$ cat src/rtl/tk1_pkg.sv
// tk1 control core shared definitions
// Bus address map, identity words, memory map bounds and the structs
// that carry bus, register select, CPU access and window state

`default_nettype none

package tk1_pkg;

  // --------------------------------------------------------------------------
  // Register address map
  // --------------------------------------------------------------------------
  localparam logic [7:0] ADDR_NAME0         = 8'h00;
  localparam logic [7:0] ADDR_NAME1         = 8'h01;
  localparam logic [7:0] ADDR_VERSION       = 8'h02;
  localparam logic [7:0] ADDR_SYSTEM_MODE   = 8'h08;
  localparam logic [7:0] ADDR_LED           = 8'h09;
  localparam logic [7:0] ADDR_GPIO          = 8'h0a;
  localparam logic [7:0] ADDR_APP_START     = 8'h0c;
  localparam logic [7:0] ADDR_APP_SIZE      = 8'h0d;
  localparam logic [7:0] ADDR_SYSCALL       = 8'h12;
  localparam logic [7:0] ADDR_CDI_FIRST     = 8'h20;
  localparam logic [7:0] ADDR_CDI_LAST      = 8'h27;
  localparam logic [7:0] ADDR_CPU_MON_CTRL  = 8'h60;
  localparam logic [7:0] ADDR_CPU_MON_FIRST = 8'h61;
  localparam logic [7:0] ADDR_CPU_MON_LAST  = 8'h62;
  localparam logic [7:0] ADDR_SYSTEM_RESET  = 8'h70;

  // ASCII "tk1 " and "mkdf"
  localparam logic [31:0] TK1_NAME0   = 32'h746b3120;
  localparam logic [31:0] TK1_NAME1   = 32'h6d6b6466;
  localparam logic [31:0] TK1_VERSION = 32'h00000005;

  // --------------------------------------------------------------------------
  // Memory map
  // --------------------------------------------------------------------------
  localparam logic [31:0] FW_RAM_FIRST = 32'hd0000000;
  localparam logic [31:0] FW_RAM_LAST  = 32'hd00007ff;
  localparam logic [31:0] FW_ROM_LAST  = 32'h00001fff;
  // Outside physical memory, traps if ever fetched
  localparam logic [31:0] ILLEGAL_ADDR = 32'h4f000000;

  // Bit positions in the LED and GPIO words
  localparam int LED_R_BIT = 2;
  localparam int LED_G_BIT = 1;
  localparam int LED_B_BIT = 0;
  localparam int GPIO1_BIT = 0;
  localparam int GPIO2_BIT = 1;
  localparam int GPIO3_BIT = 2;
  localparam int GPIO4_BIT = 3;

  localparam logic [2:0] LED_RESET = 3'b110;
  localparam int TRAP_BLINK_BITS   = 24;
  localparam int CDI_WORDS         = 8;

  typedef enum logic [3:0] {
    REG_NONE,
    REG_NAME0,
    REG_NAME1,
    REG_VERSION,
    REG_SYSTEM_MODE,
    REG_LED,
    REG_GPIO,
    REG_APP_START,
    REG_APP_SIZE,
    REG_SYSCALL,
    REG_CDI,
    REG_CPU_MON_CTRL,
    REG_CPU_MON_FIRST,
    REG_CPU_MON_LAST,
    REG_SYSTEM_RESET
  } tk1_reg_id_t;

  typedef struct packed {
    logic        cs;
    logic        we;
    logic [7:0]  address;
    logic [31:0] write_data;
  } tk1_bus_req_t;

  typedef struct packed {
    logic        we;
    tk1_reg_id_t id;
    logic [2:0]  cdi_idx;
  } tk1_reg_sel_t;

  typedef struct packed {
    logic        valid;
    logic        instr;
    logic [31:0] addr;
  } tk1_cpu_access_t;

  // Data-only region, fetches inside it trap once enabled
  typedef struct packed {
    logic        en;
    logic [31:0] first;
    logic [31:0] last;
  } tk1_exec_window_t;

endpackage

`default_nettype wire

$ cat src/rtl/tk1_addr_decode.sv
// tk1 bus address decode
// Maps a bus request onto a register id, with the CDI range folded
// into one id plus a word index

`timescale 1ns/1ps
`default_nettype none

module tk1_addr_decode (
  input  wire tk1_pkg::tk1_bus_req_t bus_req,
  output tk1_pkg::tk1_reg_sel_t      reg_sel
);

  logic in_cdi;

  assign in_cdi = (bus_req.address >= tk1_pkg::ADDR_CDI_FIRST) &&
                  (bus_req.address <= tk1_pkg::ADDR_CDI_LAST);

  always_comb begin
    reg_sel.we = bus_req.cs && bus_req.we;
    // CDI block is aligned, so the low bits are the word index
    reg_sel.cdi_idx = bus_req.address[2:0];

    case (bus_req.address)
      tk1_pkg::ADDR_NAME0:         reg_sel.id = tk1_pkg::REG_NAME0;
      tk1_pkg::ADDR_NAME1:         reg_sel.id = tk1_pkg::REG_NAME1;
      tk1_pkg::ADDR_VERSION:       reg_sel.id = tk1_pkg::REG_VERSION;
      tk1_pkg::ADDR_SYSTEM_MODE:   reg_sel.id = tk1_pkg::REG_SYSTEM_MODE;
      tk1_pkg::ADDR_LED:           reg_sel.id = tk1_pkg::REG_LED;
      tk1_pkg::ADDR_GPIO:          reg_sel.id = tk1_pkg::REG_GPIO;
      tk1_pkg::ADDR_APP_START:     reg_sel.id = tk1_pkg::REG_APP_START;
      tk1_pkg::ADDR_APP_SIZE:      reg_sel.id = tk1_pkg::REG_APP_SIZE;
      tk1_pkg::ADDR_SYSCALL:       reg_sel.id = tk1_pkg::REG_SYSCALL;
      tk1_pkg::ADDR_CPU_MON_CTRL:  reg_sel.id = tk1_pkg::REG_CPU_MON_CTRL;
      tk1_pkg::ADDR_CPU_MON_FIRST: reg_sel.id = tk1_pkg::REG_CPU_MON_FIRST;
      tk1_pkg::ADDR_CPU_MON_LAST:  reg_sel.id = tk1_pkg::REG_CPU_MON_LAST;
      tk1_pkg::ADDR_SYSTEM_RESET:  reg_sel.id = tk1_pkg::REG_SYSTEM_RESET;
      default: begin
        if (in_cdi) begin
          reg_sel.id = tk1_pkg::REG_CDI;
        end else begin
          reg_sel.id = tk1_pkg::REG_NONE;
        end
      end
    endcase
  end

endmodule

`default_nettype wire

$ cat src/rtl/tk1_ctrl_regs.sv
// tk1 register bank
// Holds the control registers, blocks firmware-only writes in system
// mode, locks the execution window once enabled and muxes read data

`timescale 1ns/1ps
`default_nettype none

module tk1_ctrl_regs (
  input  wire                        clk,
  input  wire                        reset_n,
  input  wire tk1_pkg::tk1_bus_req_t bus_req,
  input  wire tk1_pkg::tk1_reg_sel_t reg_sel,
  input  wire                        system_mode,
  input  wire [1:0]                  gpio_in,
  output logic [31:0]                read_data,
  output logic                       ready,
  output tk1_pkg::tk1_exec_window_t  exec_window,
  output logic [31:0]                syscall_addr,
  output logic [2:0]                 led_value,
  output logic [1:0]                 gpio_out,
  output logic                       system_reset
);

  logic [2:0]  led_reg;
  logic [1:0]  gpio_out_reg;
  logic [31:0] app_start_reg;
  logic [31:0] app_size_reg;
  logic [31:0] syscall_reg;
  logic [31:0] cdi_mem [tk1_pkg::CDI_WORDS];
  logic        win_en_reg;
  logic [31:0] win_first_reg;
  logic [31:0] win_last_reg;
  logic        system_reset_reg;

  // --------------------------------------------------------------------------
  // Register writes
  // --------------------------------------------------------------------------
  always_ff @(posedge clk) begin
    if (!reset_n) begin
      led_reg          <= tk1_pkg::LED_RESET;
      gpio_out_reg     <= 2'b00;
      app_start_reg    <= '0;
      app_size_reg     <= '0;
      syscall_reg      <= tk1_pkg::ILLEGAL_ADDR;
      win_en_reg       <= 1'b0;
      win_first_reg    <= '0;
      win_last_reg     <= '0;
      system_reset_reg <= 1'b0;
      for (int i = 0; i < tk1_pkg::CDI_WORDS; i++) begin
        cdi_mem[i] <= '0;
      end
    end else begin
      system_reset_reg <= reg_sel.we && (reg_sel.id == tk1_pkg::REG_SYSTEM_RESET);

      if (reg_sel.we) begin
        case (reg_sel.id)
          tk1_pkg::REG_LED: led_reg <= bus_req.write_data[2:0];
          tk1_pkg::REG_GPIO: begin
            gpio_out_reg <= {bus_req.write_data[tk1_pkg::GPIO4_BIT],
                             bus_req.write_data[tk1_pkg::GPIO3_BIT]};
          end
          // Firmware-owned values, frozen once the app runs
          tk1_pkg::REG_APP_START: if (!system_mode) app_start_reg <= bus_req.write_data;
          tk1_pkg::REG_APP_SIZE:  if (!system_mode) app_size_reg <= bus_req.write_data;
          tk1_pkg::REG_SYSCALL:   if (!system_mode) syscall_reg <= bus_req.write_data;
          tk1_pkg::REG_CDI: begin
            if (!system_mode) begin
              cdi_mem[reg_sel.cdi_idx] <= bus_req.write_data;
            end
          end
          // Enable is sticky and locks the bounds
          tk1_pkg::REG_CPU_MON_CTRL:  win_en_reg <= 1'b1;
          tk1_pkg::REG_CPU_MON_FIRST: if (!win_en_reg) win_first_reg <= bus_req.write_data;
          tk1_pkg::REG_CPU_MON_LAST:  if (!win_en_reg) win_last_reg <= bus_req.write_data;
          default: ;
        endcase
      end
    end
  end

  // --------------------------------------------------------------------------
  // Combinational read mux that answers only reads on the bus
  // --------------------------------------------------------------------------
  always_comb begin
    read_data = '0;
    if (bus_req.cs && !bus_req.we) begin
      case (reg_sel.id)
        tk1_pkg::REG_NAME0:       read_data = tk1_pkg::TK1_NAME0;
        tk1_pkg::REG_NAME1:       read_data = tk1_pkg::TK1_NAME1;
        tk1_pkg::REG_VERSION:     read_data = tk1_pkg::TK1_VERSION;
        tk1_pkg::REG_SYSTEM_MODE: read_data = {32{system_mode}};
        tk1_pkg::REG_LED:         read_data = {29'h0, led_reg};
        tk1_pkg::REG_GPIO: begin
          read_data[tk1_pkg::GPIO4_BIT] = gpio_out_reg[1];
          read_data[tk1_pkg::GPIO3_BIT] = gpio_out_reg[0];
          read_data[tk1_pkg::GPIO2_BIT] = gpio_in[1];
          read_data[tk1_pkg::GPIO1_BIT] = gpio_in[0];
        end
        tk1_pkg::REG_APP_START:     read_data = app_start_reg;
        tk1_pkg::REG_APP_SIZE:      read_data = app_size_reg;
        tk1_pkg::REG_SYSCALL:       read_data = syscall_reg;
        tk1_pkg::REG_CDI:           read_data = cdi_mem[reg_sel.cdi_idx];
        tk1_pkg::REG_CPU_MON_CTRL:  read_data = {31'h0, win_en_reg};
        tk1_pkg::REG_CPU_MON_FIRST: read_data = win_first_reg;
        tk1_pkg::REG_CPU_MON_LAST:  read_data = win_last_reg;
        default: read_data = '0;
      endcase
    end
  end

  assign ready        = bus_req.cs;
  assign exec_window  = '{en: win_en_reg, first: win_first_reg, last: win_last_reg};
  assign syscall_addr = syscall_reg;
  assign led_value    = led_reg;
  assign gpio_out     = gpio_out_reg;
  assign system_reset = system_reset_reg;

  // Single-cycle handshake with a quiet bus when idle
  assert property (@(posedge clk) (ready == bus_req.cs) && (ready || read_data == '0));

endmodule

`default_nettype wire

$ cat src/rtl/tk1_cpu_monitor.sv
// tk1 CPU monitor
// Tracks system mode from instruction fetches and raises a sticky
// force_trap on illegal RAM accesses and forbidden fetches

`timescale 1ns/1ps
`default_nettype none

module tk1_cpu_monitor (
  input  wire                            clk,
  input  wire                            reset_n,
  input  wire tk1_pkg::tk1_cpu_access_t  cpu_access,
  input  wire tk1_pkg::tk1_exec_window_t exec_window,
  input  wire [31:0]                     syscall_addr,
  output logic                           system_mode,
  output logic                           force_trap
);

  logic fetch;
  logic mode_set;
  logic mode_clr;
  logic in_fw_ram;
  logic in_window;
  logic bad_ram_access;
  logic trap_set;

  logic system_mode_reg;
  logic force_trap_reg;

  assign fetch = cpu_access.valid && cpu_access.instr;

  // Leaving ROM enters system mode, calling the syscall entry leaves it
  assign mode_set = fetch && (cpu_access.addr > tk1_pkg::FW_ROM_LAST);
  assign mode_clr = fetch && (cpu_access.addr == syscall_addr);

  // --------------------------------------------------------------------------
  // Security checks
  // --------------------------------------------------------------------------
  // RAM lives at 0x4xxxxxxx, anything past its physical size is illegal
  assign bad_ram_access = cpu_access.valid && (cpu_access.addr[31:30] == 2'b01) &&
                          (|cpu_access.addr[29:17]);

  assign in_fw_ram = (cpu_access.addr >= tk1_pkg::FW_RAM_FIRST) &&
                     (cpu_access.addr <= tk1_pkg::FW_RAM_LAST);

  assign in_window = exec_window.en &&
                     (cpu_access.addr >= exec_window.first) &&
                     (cpu_access.addr <= exec_window.last);

  assign trap_set = bad_ram_access || (fetch && (in_fw_ram || in_window));

  always_ff @(posedge clk) begin
    if (!reset_n) begin
      system_mode_reg <= 1'b0;
      force_trap_reg  <= 1'b0;
    end else begin
      if (mode_set) begin
        system_mode_reg <= 1'b1;
      end else if (mode_clr) begin
        system_mode_reg <= 1'b0;
      end

      if (trap_set) begin
        force_trap_reg <= 1'b1;
      end
    end
  end

  assign system_mode = system_mode_reg;
  assign force_trap  = force_trap_reg;

  // Once tripped, only a reset clears the trap
  assert property (@(posedge clk) force_trap && reset_n |=> force_trap);

endmodule

`default_nettype wire

$ cat src/rtl/tk1_led_gpio.sv
// tk1 LED and GPIO pin logic
// Blinks red on a CPU trap, otherwise shows the LED register, and
// synchronises the two GPIO inputs

`timescale 1ns/1ps
`default_nettype none

module tk1_led_gpio (
  input  wire        clk,
  input  wire        reset_n,
  input  wire        cpu_trap,
  input  wire [2:0]  led_value,
  input  wire        gpio1,
  input  wire        gpio2,
  input  wire [1:0]  gpio_out,
  output logic       led_r,
  output logic       led_g,
  output logic       led_b,
  output logic       gpio3,
  output logic       gpio4,
  output logic [1:0] gpio_in
);

  logic [tk1_pkg::TRAP_BLINK_BITS-1:0] blink_ctr;
  logic [2:0] trap_led_reg;
  logic [2:0] muxed_led;
  logic [1:0] gpio1_sync;
  logic [1:0] gpio2_sync;

  always_ff @(posedge clk) begin
    if (!reset_n) begin
      blink_ctr    <= '0;
      trap_led_reg <= 3'b000;
      gpio1_sync   <= 2'b00;
      gpio2_sync   <= 2'b00;
    end else begin
      blink_ctr <= blink_ctr + 1'b1;
      // Toggle red on every counter wrap
      if (blink_ctr == '0) begin
        trap_led_reg[tk1_pkg::LED_R_BIT] <= ~trap_led_reg[tk1_pkg::LED_R_BIT];
      end
      gpio1_sync <= {gpio1_sync[0], gpio1};
      gpio2_sync <= {gpio2_sync[0], gpio2};
    end
  end

  assign muxed_led = cpu_trap ? trap_led_reg : led_value;

  assign led_r   = muxed_led[tk1_pkg::LED_R_BIT];
  assign led_g   = muxed_led[tk1_pkg::LED_G_BIT];
  assign led_b   = muxed_led[tk1_pkg::LED_B_BIT];
  assign gpio_in = {gpio2_sync[1], gpio1_sync[1]};
  assign gpio3   = gpio_out[0];
  assign gpio4   = gpio_out[1];

endmodule

`default_nettype wire

$ cat src/rtl/tk1_top.sv
// tk1 control core top level
// Register bank, CPU monitor and LED/GPIO pin logic on the core bus

`timescale 1ns/1ps
`default_nettype none

module tk1_top (
  input  wire        clk,
  input  wire        reset_n,
  input  wire        cs,
  input  wire        we,
  input  wire [7:0]  address,
  input  wire [31:0] write_data,
  output logic [31:0] read_data,
  output logic       ready,
  input  wire        cpu_trap,
  input  wire        cpu_valid,
  input  wire        cpu_instr,
  input  wire [31:0] cpu_addr,
  output logic       system_mode,
  output logic       force_trap,
  output logic       system_reset,
  output logic       led_r,
  output logic       led_g,
  output logic       led_b,
  input  wire        gpio1,
  input  wire        gpio2,
  output logic       gpio3,
  output logic       gpio4
);

  tk1_pkg::tk1_bus_req_t     bus_req;
  tk1_pkg::tk1_reg_sel_t     reg_sel;
  tk1_pkg::tk1_cpu_access_t  cpu_access;
  tk1_pkg::tk1_exec_window_t exec_window;
  logic [31:0] syscall_addr;
  logic [2:0]  led_value;
  logic [1:0]  gpio_out;
  logic [1:0]  gpio_in;

  assign bus_req    = '{cs: cs, we: we, address: address, write_data: write_data};
  assign cpu_access = '{valid: cpu_valid, instr: cpu_instr, addr: cpu_addr};

  tk1_addr_decode u_decode (
    .bus_req (bus_req),
    .reg_sel (reg_sel)
  );

  tk1_ctrl_regs u_regs (
    .clk          (clk),
    .reset_n      (reset_n),
    .bus_req      (bus_req),
    .reg_sel      (reg_sel),
    .system_mode  (system_mode),
    .gpio_in      (gpio_in),
    .read_data    (read_data),
    .ready        (ready),
    .exec_window  (exec_window),
    .syscall_addr (syscall_addr),
    .led_value    (led_value),
    .gpio_out     (gpio_out),
    .system_reset (system_reset)
  );

  tk1_cpu_monitor u_monitor (
    .clk          (clk),
    .reset_n      (reset_n),
    .cpu_access   (cpu_access),
    .exec_window  (exec_window),
    .syscall_addr (syscall_addr),
    .system_mode  (system_mode),
    .force_trap   (force_trap)
  );

  tk1_led_gpio u_led_gpio (
    .clk       (clk),
    .reset_n   (reset_n),
    .cpu_trap  (cpu_trap),
    .led_value (led_value),
    .gpio1     (gpio1),
    .gpio2     (gpio2),
    .gpio_out  (gpio_out),
    .led_r     (led_r),
    .led_g     (led_g),
    .led_b     (led_b),
    .gpio3     (gpio3),
    .gpio4     (gpio4),
    .gpio_in   (gpio_in)
  );

endmodule

`default_nettype wire

$ cat config.mk
export PLATFORM = sky130hd
export DESIGN_NAME = tk1_top
export DESIGN_NICKNAME = d
export VERILOG_FILES = /design/src/rtl/tk1_pkg.sv /design/src/rtl/tk1_addr_decode.sv /design/src/rtl/tk1_ctrl_regs.sv /design/src/rtl/tk1_cpu_monitor.sv /design/src/rtl/tk1_led_gpio.sv /design/src/rtl/tk1_top.sv
export SDC_FILE = /design/constraint.sdc
export NUM_CORES = 1
export LEC_CHECK = 0
export ABC_AREA = 1
export BUFFER_PORTS_ARGS = -buffer_cell sky130_fd_sc_hd__buf_2
export CAP_MARGIN = 20
export CORE_UTILIZATION = 55
export DETAILED_ROUTE_END_ITERATION = 8
export PLACE_DENSITY = 0.73
export SETUP_SLACK_MARGIN = 0.02
export SLEW_MARGIN = 25
export SYNTH_ARGS = -nofsm -noshare
export SYNTH_HDL_FRONTEND = slang
export SYNTH_SLANG_ARGS = --single-unit
$ cat constraint.sdc
create_clock -name clk -period 4.8 [get_ports clk]
set_clock_uncertainty 0.1 [all_clocks]
set_input_delay 1.44 -clock clk [delete_from_list [all_inputs] [get_ports clk]]
set_output_delay 1.44 -clock clk [all_outputs]
set_load 0.005 [all_outputs]
==> results.cfg, run 1 <==
[min_path]
holdPathEnd = u_led_gpio.gpio2_sync[1]
hp-start = u_led_gpio.gpio2_sync[0]
whs_path_depth = 2
hp-class = register to register

[timing]
final.hold.worst_slack_ns = 0.3151
drv_slew = 0
finalHoldViolCount = 0
min_period_over_period = 0.9825
finalSetupViolCount = 0
fin_setup_tns_ns = 0
fin_crit_ns = 4.716
tightest_slew_ns = 0.6978
relSlewSlack = 0.5348
rsz0062_at_grt = true
max_freq_mhz = 212.0

[finish]
top_register = u_regs.cdi_mem
largest_reg_flops = 256
num-nets-final = 2738
finalInstanceArea_sq_mm = 0.02485
final_cells = 3151
drive_above_1_share = 0.1318
area_growth_syn_to_layout_pct = 14.76

[synthesis]
synth.avg_cell_area_sq_um = 8.736
synthTopCellsByCount = 414 x nand2_1, 339 x nor2_1, 256 x edfxtp_1
yosys.cell_types.count = 44
syn_nets = 2626
synth_seq_cells = 454
syn-cell-area_sq_mm = 0.02166
synthArstFlopShare = 0
yosysTopAreaCellShare = 0.3550
seq_area_frac_synth = 0.5380
synth_top_cell_by_area = edfxtp_1
ys_top_cells_by_area = edfxtp_1 35%, dfxtp_1 18%, nand2_1 7.2%, nor2_1 5.9%, a21oi_1 5.3%
synth_edf_count = 256
netlist_instances = 2479
post-synth-top-count-cell = nand2_1
synth_warnings = 0
ys.flop_type = edfxtp_1

[cts]
cts_root_buf = clkbuf_16
htreeDepth = 2
clk_pin_slew_ns = 0.06
cts_tree = built
clk_latency_ns = 0.60
cts_inserted_buffers = 49
cts.sinks = 454
cts.path.max_buffers = 3

[power]
p_int_mw = 6.606
p_sw_mw = 2.037
p_clk_frac = 0.443
combPwrFrac = 0.071
peakVddDrop_v = 0.0003566
p_sw_frac = 0.2357
seqPwrFrac = 0.486
power.density_mw_per_mm2 = 347.8
leakage_nw = 9.969

[detailed_routing]
routed-via-count = 18990
drt_iter0_drc = 2177
drt-wirelength-per-cell_um = 21.42
route.final.wire_length_mm = 67.48
firstDrtPassIters = 7
drtAntennaViolNets = 0
drc = 0
avgViaCountPerCell = 6.025

[critical_path]
critPathSlowestCell = o31ai_1
r2r-start = u_monitor.system_mode
end_kind = output port
cp_cell_sequence = clkbuf_4 -> inv_2 -> nand2_4 -> buf_12 -> buf_4 -> o221ai_1 -> nand2_1 -> nand3_1 -> o21ai_0 -> o31ai_1 -> inv_1 -> buf_2
cp.required_ns = 3.26
worstSetupPathType = primary input to output port
critPathMaxStageDelay_ns = 0.28
r2r_end = u_regs.cdi_mem[3][16]
worstPathArrival_ns = 3.18
r2r_cells = 6
worst_setup_path_start_kind = primary input
ff2ff_setup_slack_ns = 2.21
crit_fanout = 18

[global_routing]
antenna_found_initial = 0
grt_max_degree = 157
grt_overflow = 0
grt_pass1_wl_mm = 102.5
track_usage = 0.3305
grt_pass1_vias = 18290

[die]
core_sq_mm = 0.03874
die_h_um = 200.4
initial_utilization = 0.5591
die-area_sq_mm = 0.04017
die_w_um = 200.4
num_rows = 72
ios = 122

[placed_design]
hpwlAfterDp_mm = 44.69
io_buffers = 121
post_dp_cell_area_sq_mm = 0.02302
gp_congestion = 0.9394
dp_cells = 3055

[run]
drv_cap = 0

[status]
outcome = complete, no violations
==> worst max-delay path: cells and delay by family <==
| kind | cells | cell delay [ns] |
|---|---|---|
| AO/OA/AOI/OAI | 3 | 0.56 |
| AND/OR/NAND/NOR | 3 | 0.31 |
| buffers and inverters | 6 | 0.84 |
==> kinds of logic (layout without fill, tap and decap cells) <==
logic type,after synthesis,after routing,synth area share
fa+ha+maj,66,66,0.03813
buf+inv,400,553,0.07609
flops,454,454,0.5380
other cells,0,1,0
xor+xnor,15,15,0.006066
compound gates,584,584,0.1552
simple gates,960,960,0.1865
==> cell usage in the layout, fill, tap and decap left out, types with 5 or more instances in the layout <==
cell type  count
nor2_1       337
inv_1        208
buf_12        13
nand4_1       21
xor2_1        11
inv_2         13
clkinv_2       7
o22ai_1       32
o211ai_1       7
a21oi_1      229
nor3_1        26
o21ai_1       18
buf_2        118
o21a_1         6
o2111ai_1     17
dfxtp_1      198
nand2_1      411
clkbuf_1      15
clkinv_1      34
nand3_1      108
nor4_1        14
clkbuf_8       5
ha_1          66
nor3_2         6
o221ai_1      60
edfxtp_1     256
clkbuf_16     53
o221ai_2       6
o21ai_0      187
buf_4         71
nor3_4         6
nor2_2         6
nand2_2        7
==> worst max-delay path by stage <==
| stage | endpoint | from | cells after the start |
|---|---|---|---|
| 3_3_place_gp | read_data[11] | address[0] | 12 |
| 2_1_floorplan | read_data[13] | address[2] | 12 |
| 3_5_place_dp | read_data[11] | address[0] | 12 |
| 4_1_cts | read_data[11] | address[0] | 12 |
| 5_1_grt | read_data[27] | address[1] | 12 |
| 6_report | read_data[15] | address[1] | 12 |
==> metal layers <==
| metal | GRT usage | vias to the layer above | wire [um] |
|---|---|---|---|
| met5 | 0 | - | 0 |
| met4 | 0.1464 | 0 | 2572 |
| met3 | 0.05032 | 166 | 6504 |
| met2 | 0.5394 | 1058 | 31720 |
| met1 | 0.4377 | 9019 | 26690 |
| li1 | - | 8742 | - |
==> repair_timing <==
item,CTS,global route
gates resized for setup,3,34
cloned,0,3
hold buffers,0,0
endpoints found under the setup margin,3,26
buffers inserted,0,0
pin swaps,0,5
==> metrics by stage <==
step,util,power [mW],setup slack (ns)
after detailed placement,0.5942,4.860,-0.06629
final,0.6416,8.643,0.08408
after floorplan,-,4.609,0.6115
after CTS,0.6362,8.622,0.01641
after global routing,0.6415,8.872,-0.008753
after global placement,0.5942,4.844,-0.05327
==> cell type report <==
class | count | area (sq um)
inverter | 254 | 958.4
antenna | 1 | 2.502
tap | 518 | 648.1
multi-input combinational | 1625 | 8508
timing repair buffer | 207 | 1464
clock inverter | 20 | 214.0
clock buffer | 72 | 1406
fill | 3246 | 13880
sequential | 454 | 11650
==> power by group through the flow <==
stage | Clock [mW] | Sequential [mW] | Combinational [mW]
3_3_place_gp | 0 | 4.28 | 0.569
6_report | 3.83 | 4.20 | 0.611
2_1_floorplan | 0 | 4.27 | 0.335
5_1_grt | 4.00 | 4.20 | 0.665
3_5_place_dp | 0 | 4.28 | 0.580
4_1_cts | 3.84 | 4.20 | 0.584
(Power assumes the default switching activity.)
==> run 2, diff against run 1 <==
--- a/config.mk
+++ b/config.mk
@@ -8,6 +8,7 @@
 export ABC_AREA = 1
 export BUFFER_PORTS_ARGS = -buffer_cell sky130_fd_sc_hd__buf_2
 export CAP_MARGIN = 20
+export CORE_ASPECT_RATIO = 1.25
 export CORE_UTILIZATION = 55
 export DETAILED_ROUTE_END_ITERATION = 8
 export PLACE_DENSITY = 0.73
==> run 2 against run 1 <==
Clock power down 3%. Worst hold slack better by 0.0052 ns. Combinational power is 1% higher. The run now ends with DRC left. Core utilization rose by 0.083 points. Via count is 0.19% higher.
==> results.cfg, run 2 (same netlist as run 1, synthesis figures left out) <==
[critical_path]
worstPathArrival_ns = 3.22
cp_cell_sequence = buf_4 -> nor2_4 -> clkinv_4 -> buf_2 -> buf_4 -> o221ai_1 -> nand2_1 -> nand3_2 -> nand4_1 -> o21ai_1 -> inv_1 -> buf_2
crit_family = buffers and inverters
worst_setup_path_start_kind = primary input
crit_fanout = 7
critPathMaxStageDelay_ns = 0.23
cp.required_ns = 3.26
critPathSlowestCell = nand4_1
critPathBufInv = 6
end_kind = output port
worstSetupPathType = primary input to output port

[timing]
finalSetupViolCount = 0
relSlewSlack = 0.4050
drv_slew = 0
final.hold.worst_slack_ns = 0.3202
min_period_over_period = 0.9926
max_freq_mhz = 209.9
fin_setup_tns_ns = 0
rsz0062_at_grt = true
finalHoldViolCount = 0
fin_crit_ns = 4.765
tightest_slew_ns = 0.8916

[detailed_routing]
avgViaCountPerCell = 6.093
drtAntennaViolNets = 0
drt_iter0_drc = 2305
firstDrtPassIters = 9
routed-via-count = 19020
drc = 2
drt-wirelength-per-cell_um = 21.85
route.final.wire_length_mm = 68.23

[cts]
cts.path.max_buffers = 3
htreeDepth = 2
clk_pin_slew_ns = 0.07
cts_inserted_buffers = 46
cts_hold_buffers = 0
cts.sinks = 454
cts_root_buf = clkbuf_16
cts_tree = built
clk_latency_ns = 0.58

[die]
ios = 122
die-area_sq_mm = 0.04018
core_sq_mm = 0.03854
num_rows = 80
initial_utilization = 0.5620
die_w_um = 179.5
die_h_um = 223.9

[global_routing]
grt_pass1_vias = 18220
grt_max_degree = 166
track_usage = 0.3329
top_usage_layer = met2
antenna_found_initial = 0
grt_overflow = 0
use_met1 = 0.4095
grt_use_met2 = 0.5591
met3_usage = 0.05934
grt_pass1_wl_mm = 102.5

[placed_design]
io_buffers = 121
post_dp_cell_area_sq_mm = 0.02302
hpwlAfterDp_mm = 44.48
gp_congestion = 0.9923

[power]
leakage_nw = 9.949
p_sw_frac = 0.2346
p_int_mw = 6.536
seqPwrFrac = 0.492
peakVddDrop_v = 0.0003172
combPwrFrac = 0.072
power.density_mw_per_mm2 = 344.9
p_clk_frac = 0.436
p_sw_mw = 2.003
power.total_mw = 8.539

[finish]
finalInstanceArea_sq_mm = 0.02476
final_common_cell = nand2_1
n_antenna_cell = 0
layout_common_cells = 412 x nand2_1, 338 x nor2_1, 256 x edfxtp_1
top_register = u_regs.cdi_mem
drive_above_1_share = 0.1270
num-nets-final = 2741
utilization = 0.6424
largest_reg_flops = 256
area_growth_syn_to_layout_pct = 14.31

[min_path]
hp-class = register to register

[status]
outcome = finished with violations
violations = DRC

[run]
drv_cap = 0
[run 2: cell types whose count changed in the layout (fill, tap and decap cells not counted), moves of 3 or more]
cell	change
clkbuf_16	-3
o221ai_2	-4
inv_2	-4
o221ai_1	+4
buf_4	+4
clkbuf_8	-5
clkbuf_1	-8
clkinv_4	+4
clkinv_1	+9
[run 2: layer usage]
| metal | share of wire | vias to the layer above |
|---|---|---|
| li1 | - | 8736 |
| met1 | 0.37 | 8979 |
| met2 | 0.48 | 1085 |
| met3 | 0.096 | 222 |
| met4 | 0.049 | 0 |
| met5 | 0 | - |
[run 2: power by group through the flow]
stage,Combinational (mW),Clock (mW),Sequential (mW)
after detailed placement,0.586,0,4.28
after global placement,0.574,0,4.28
after floorplan,0.335,0,4.27
after global routing,0.666,3.89,4.20
final,0.618,3.72,4.20
after CTS,0.591,3.73,4.20
[run 2: stage by stage]
stage / setup WS (ns) / std cells
final: 0.03549 / 3122
after global routing: -0.002743 / 3122
after CTS: 0.01121 / 3113
after detailed placement: -0.01469 / 3029
after global placement: 0.02945 / 3029
after floorplan: 0.6115 / 2479
[run 2: path summary, 6_finish.rpt]
check / start / endpoint / slack, ns / cells past startpoint
max: address[1] / read_data[20] / 0.04 / 12
min: u_led_gpio.gpio2_sync[0] / u_led_gpio.gpio2_sync[1] / 0.32 / 2
max reg2reg: u_monitor.system_mode / u_regs.cdi_mem[0][29] / 2.38 / 6
min reg2reg: u_led_gpio.gpio2_sync[0] / u_led_gpio.gpio2_sync[1] / 0.32 / 2
[run 2: worst min-delay path, stage by stage (launching register included)]
cell and delay [ns]:
dfxtp_1 0.31, nand2_1 0.05, inv_1 0.04
[run 2: area by class of cell]
type	instances	area [sq um]
inverters	254	967.2
flip-flops and latches	454	11650
multi-input cells	1625	8462
fillers	3100	13780
clock buffers	56	1252
repair buffers	213	1514
clock inverters	28	294.0
well taps	492	615.6
[run 2: repair_timing]
item	4_1_cts	5_1_grt
setup buffers	0	8
setup endpoints to repair	3	30
gates cloned	0	1
pin swaps	0	5
gates resized for setup	4	27
endpoints found under the hold margin	0	0
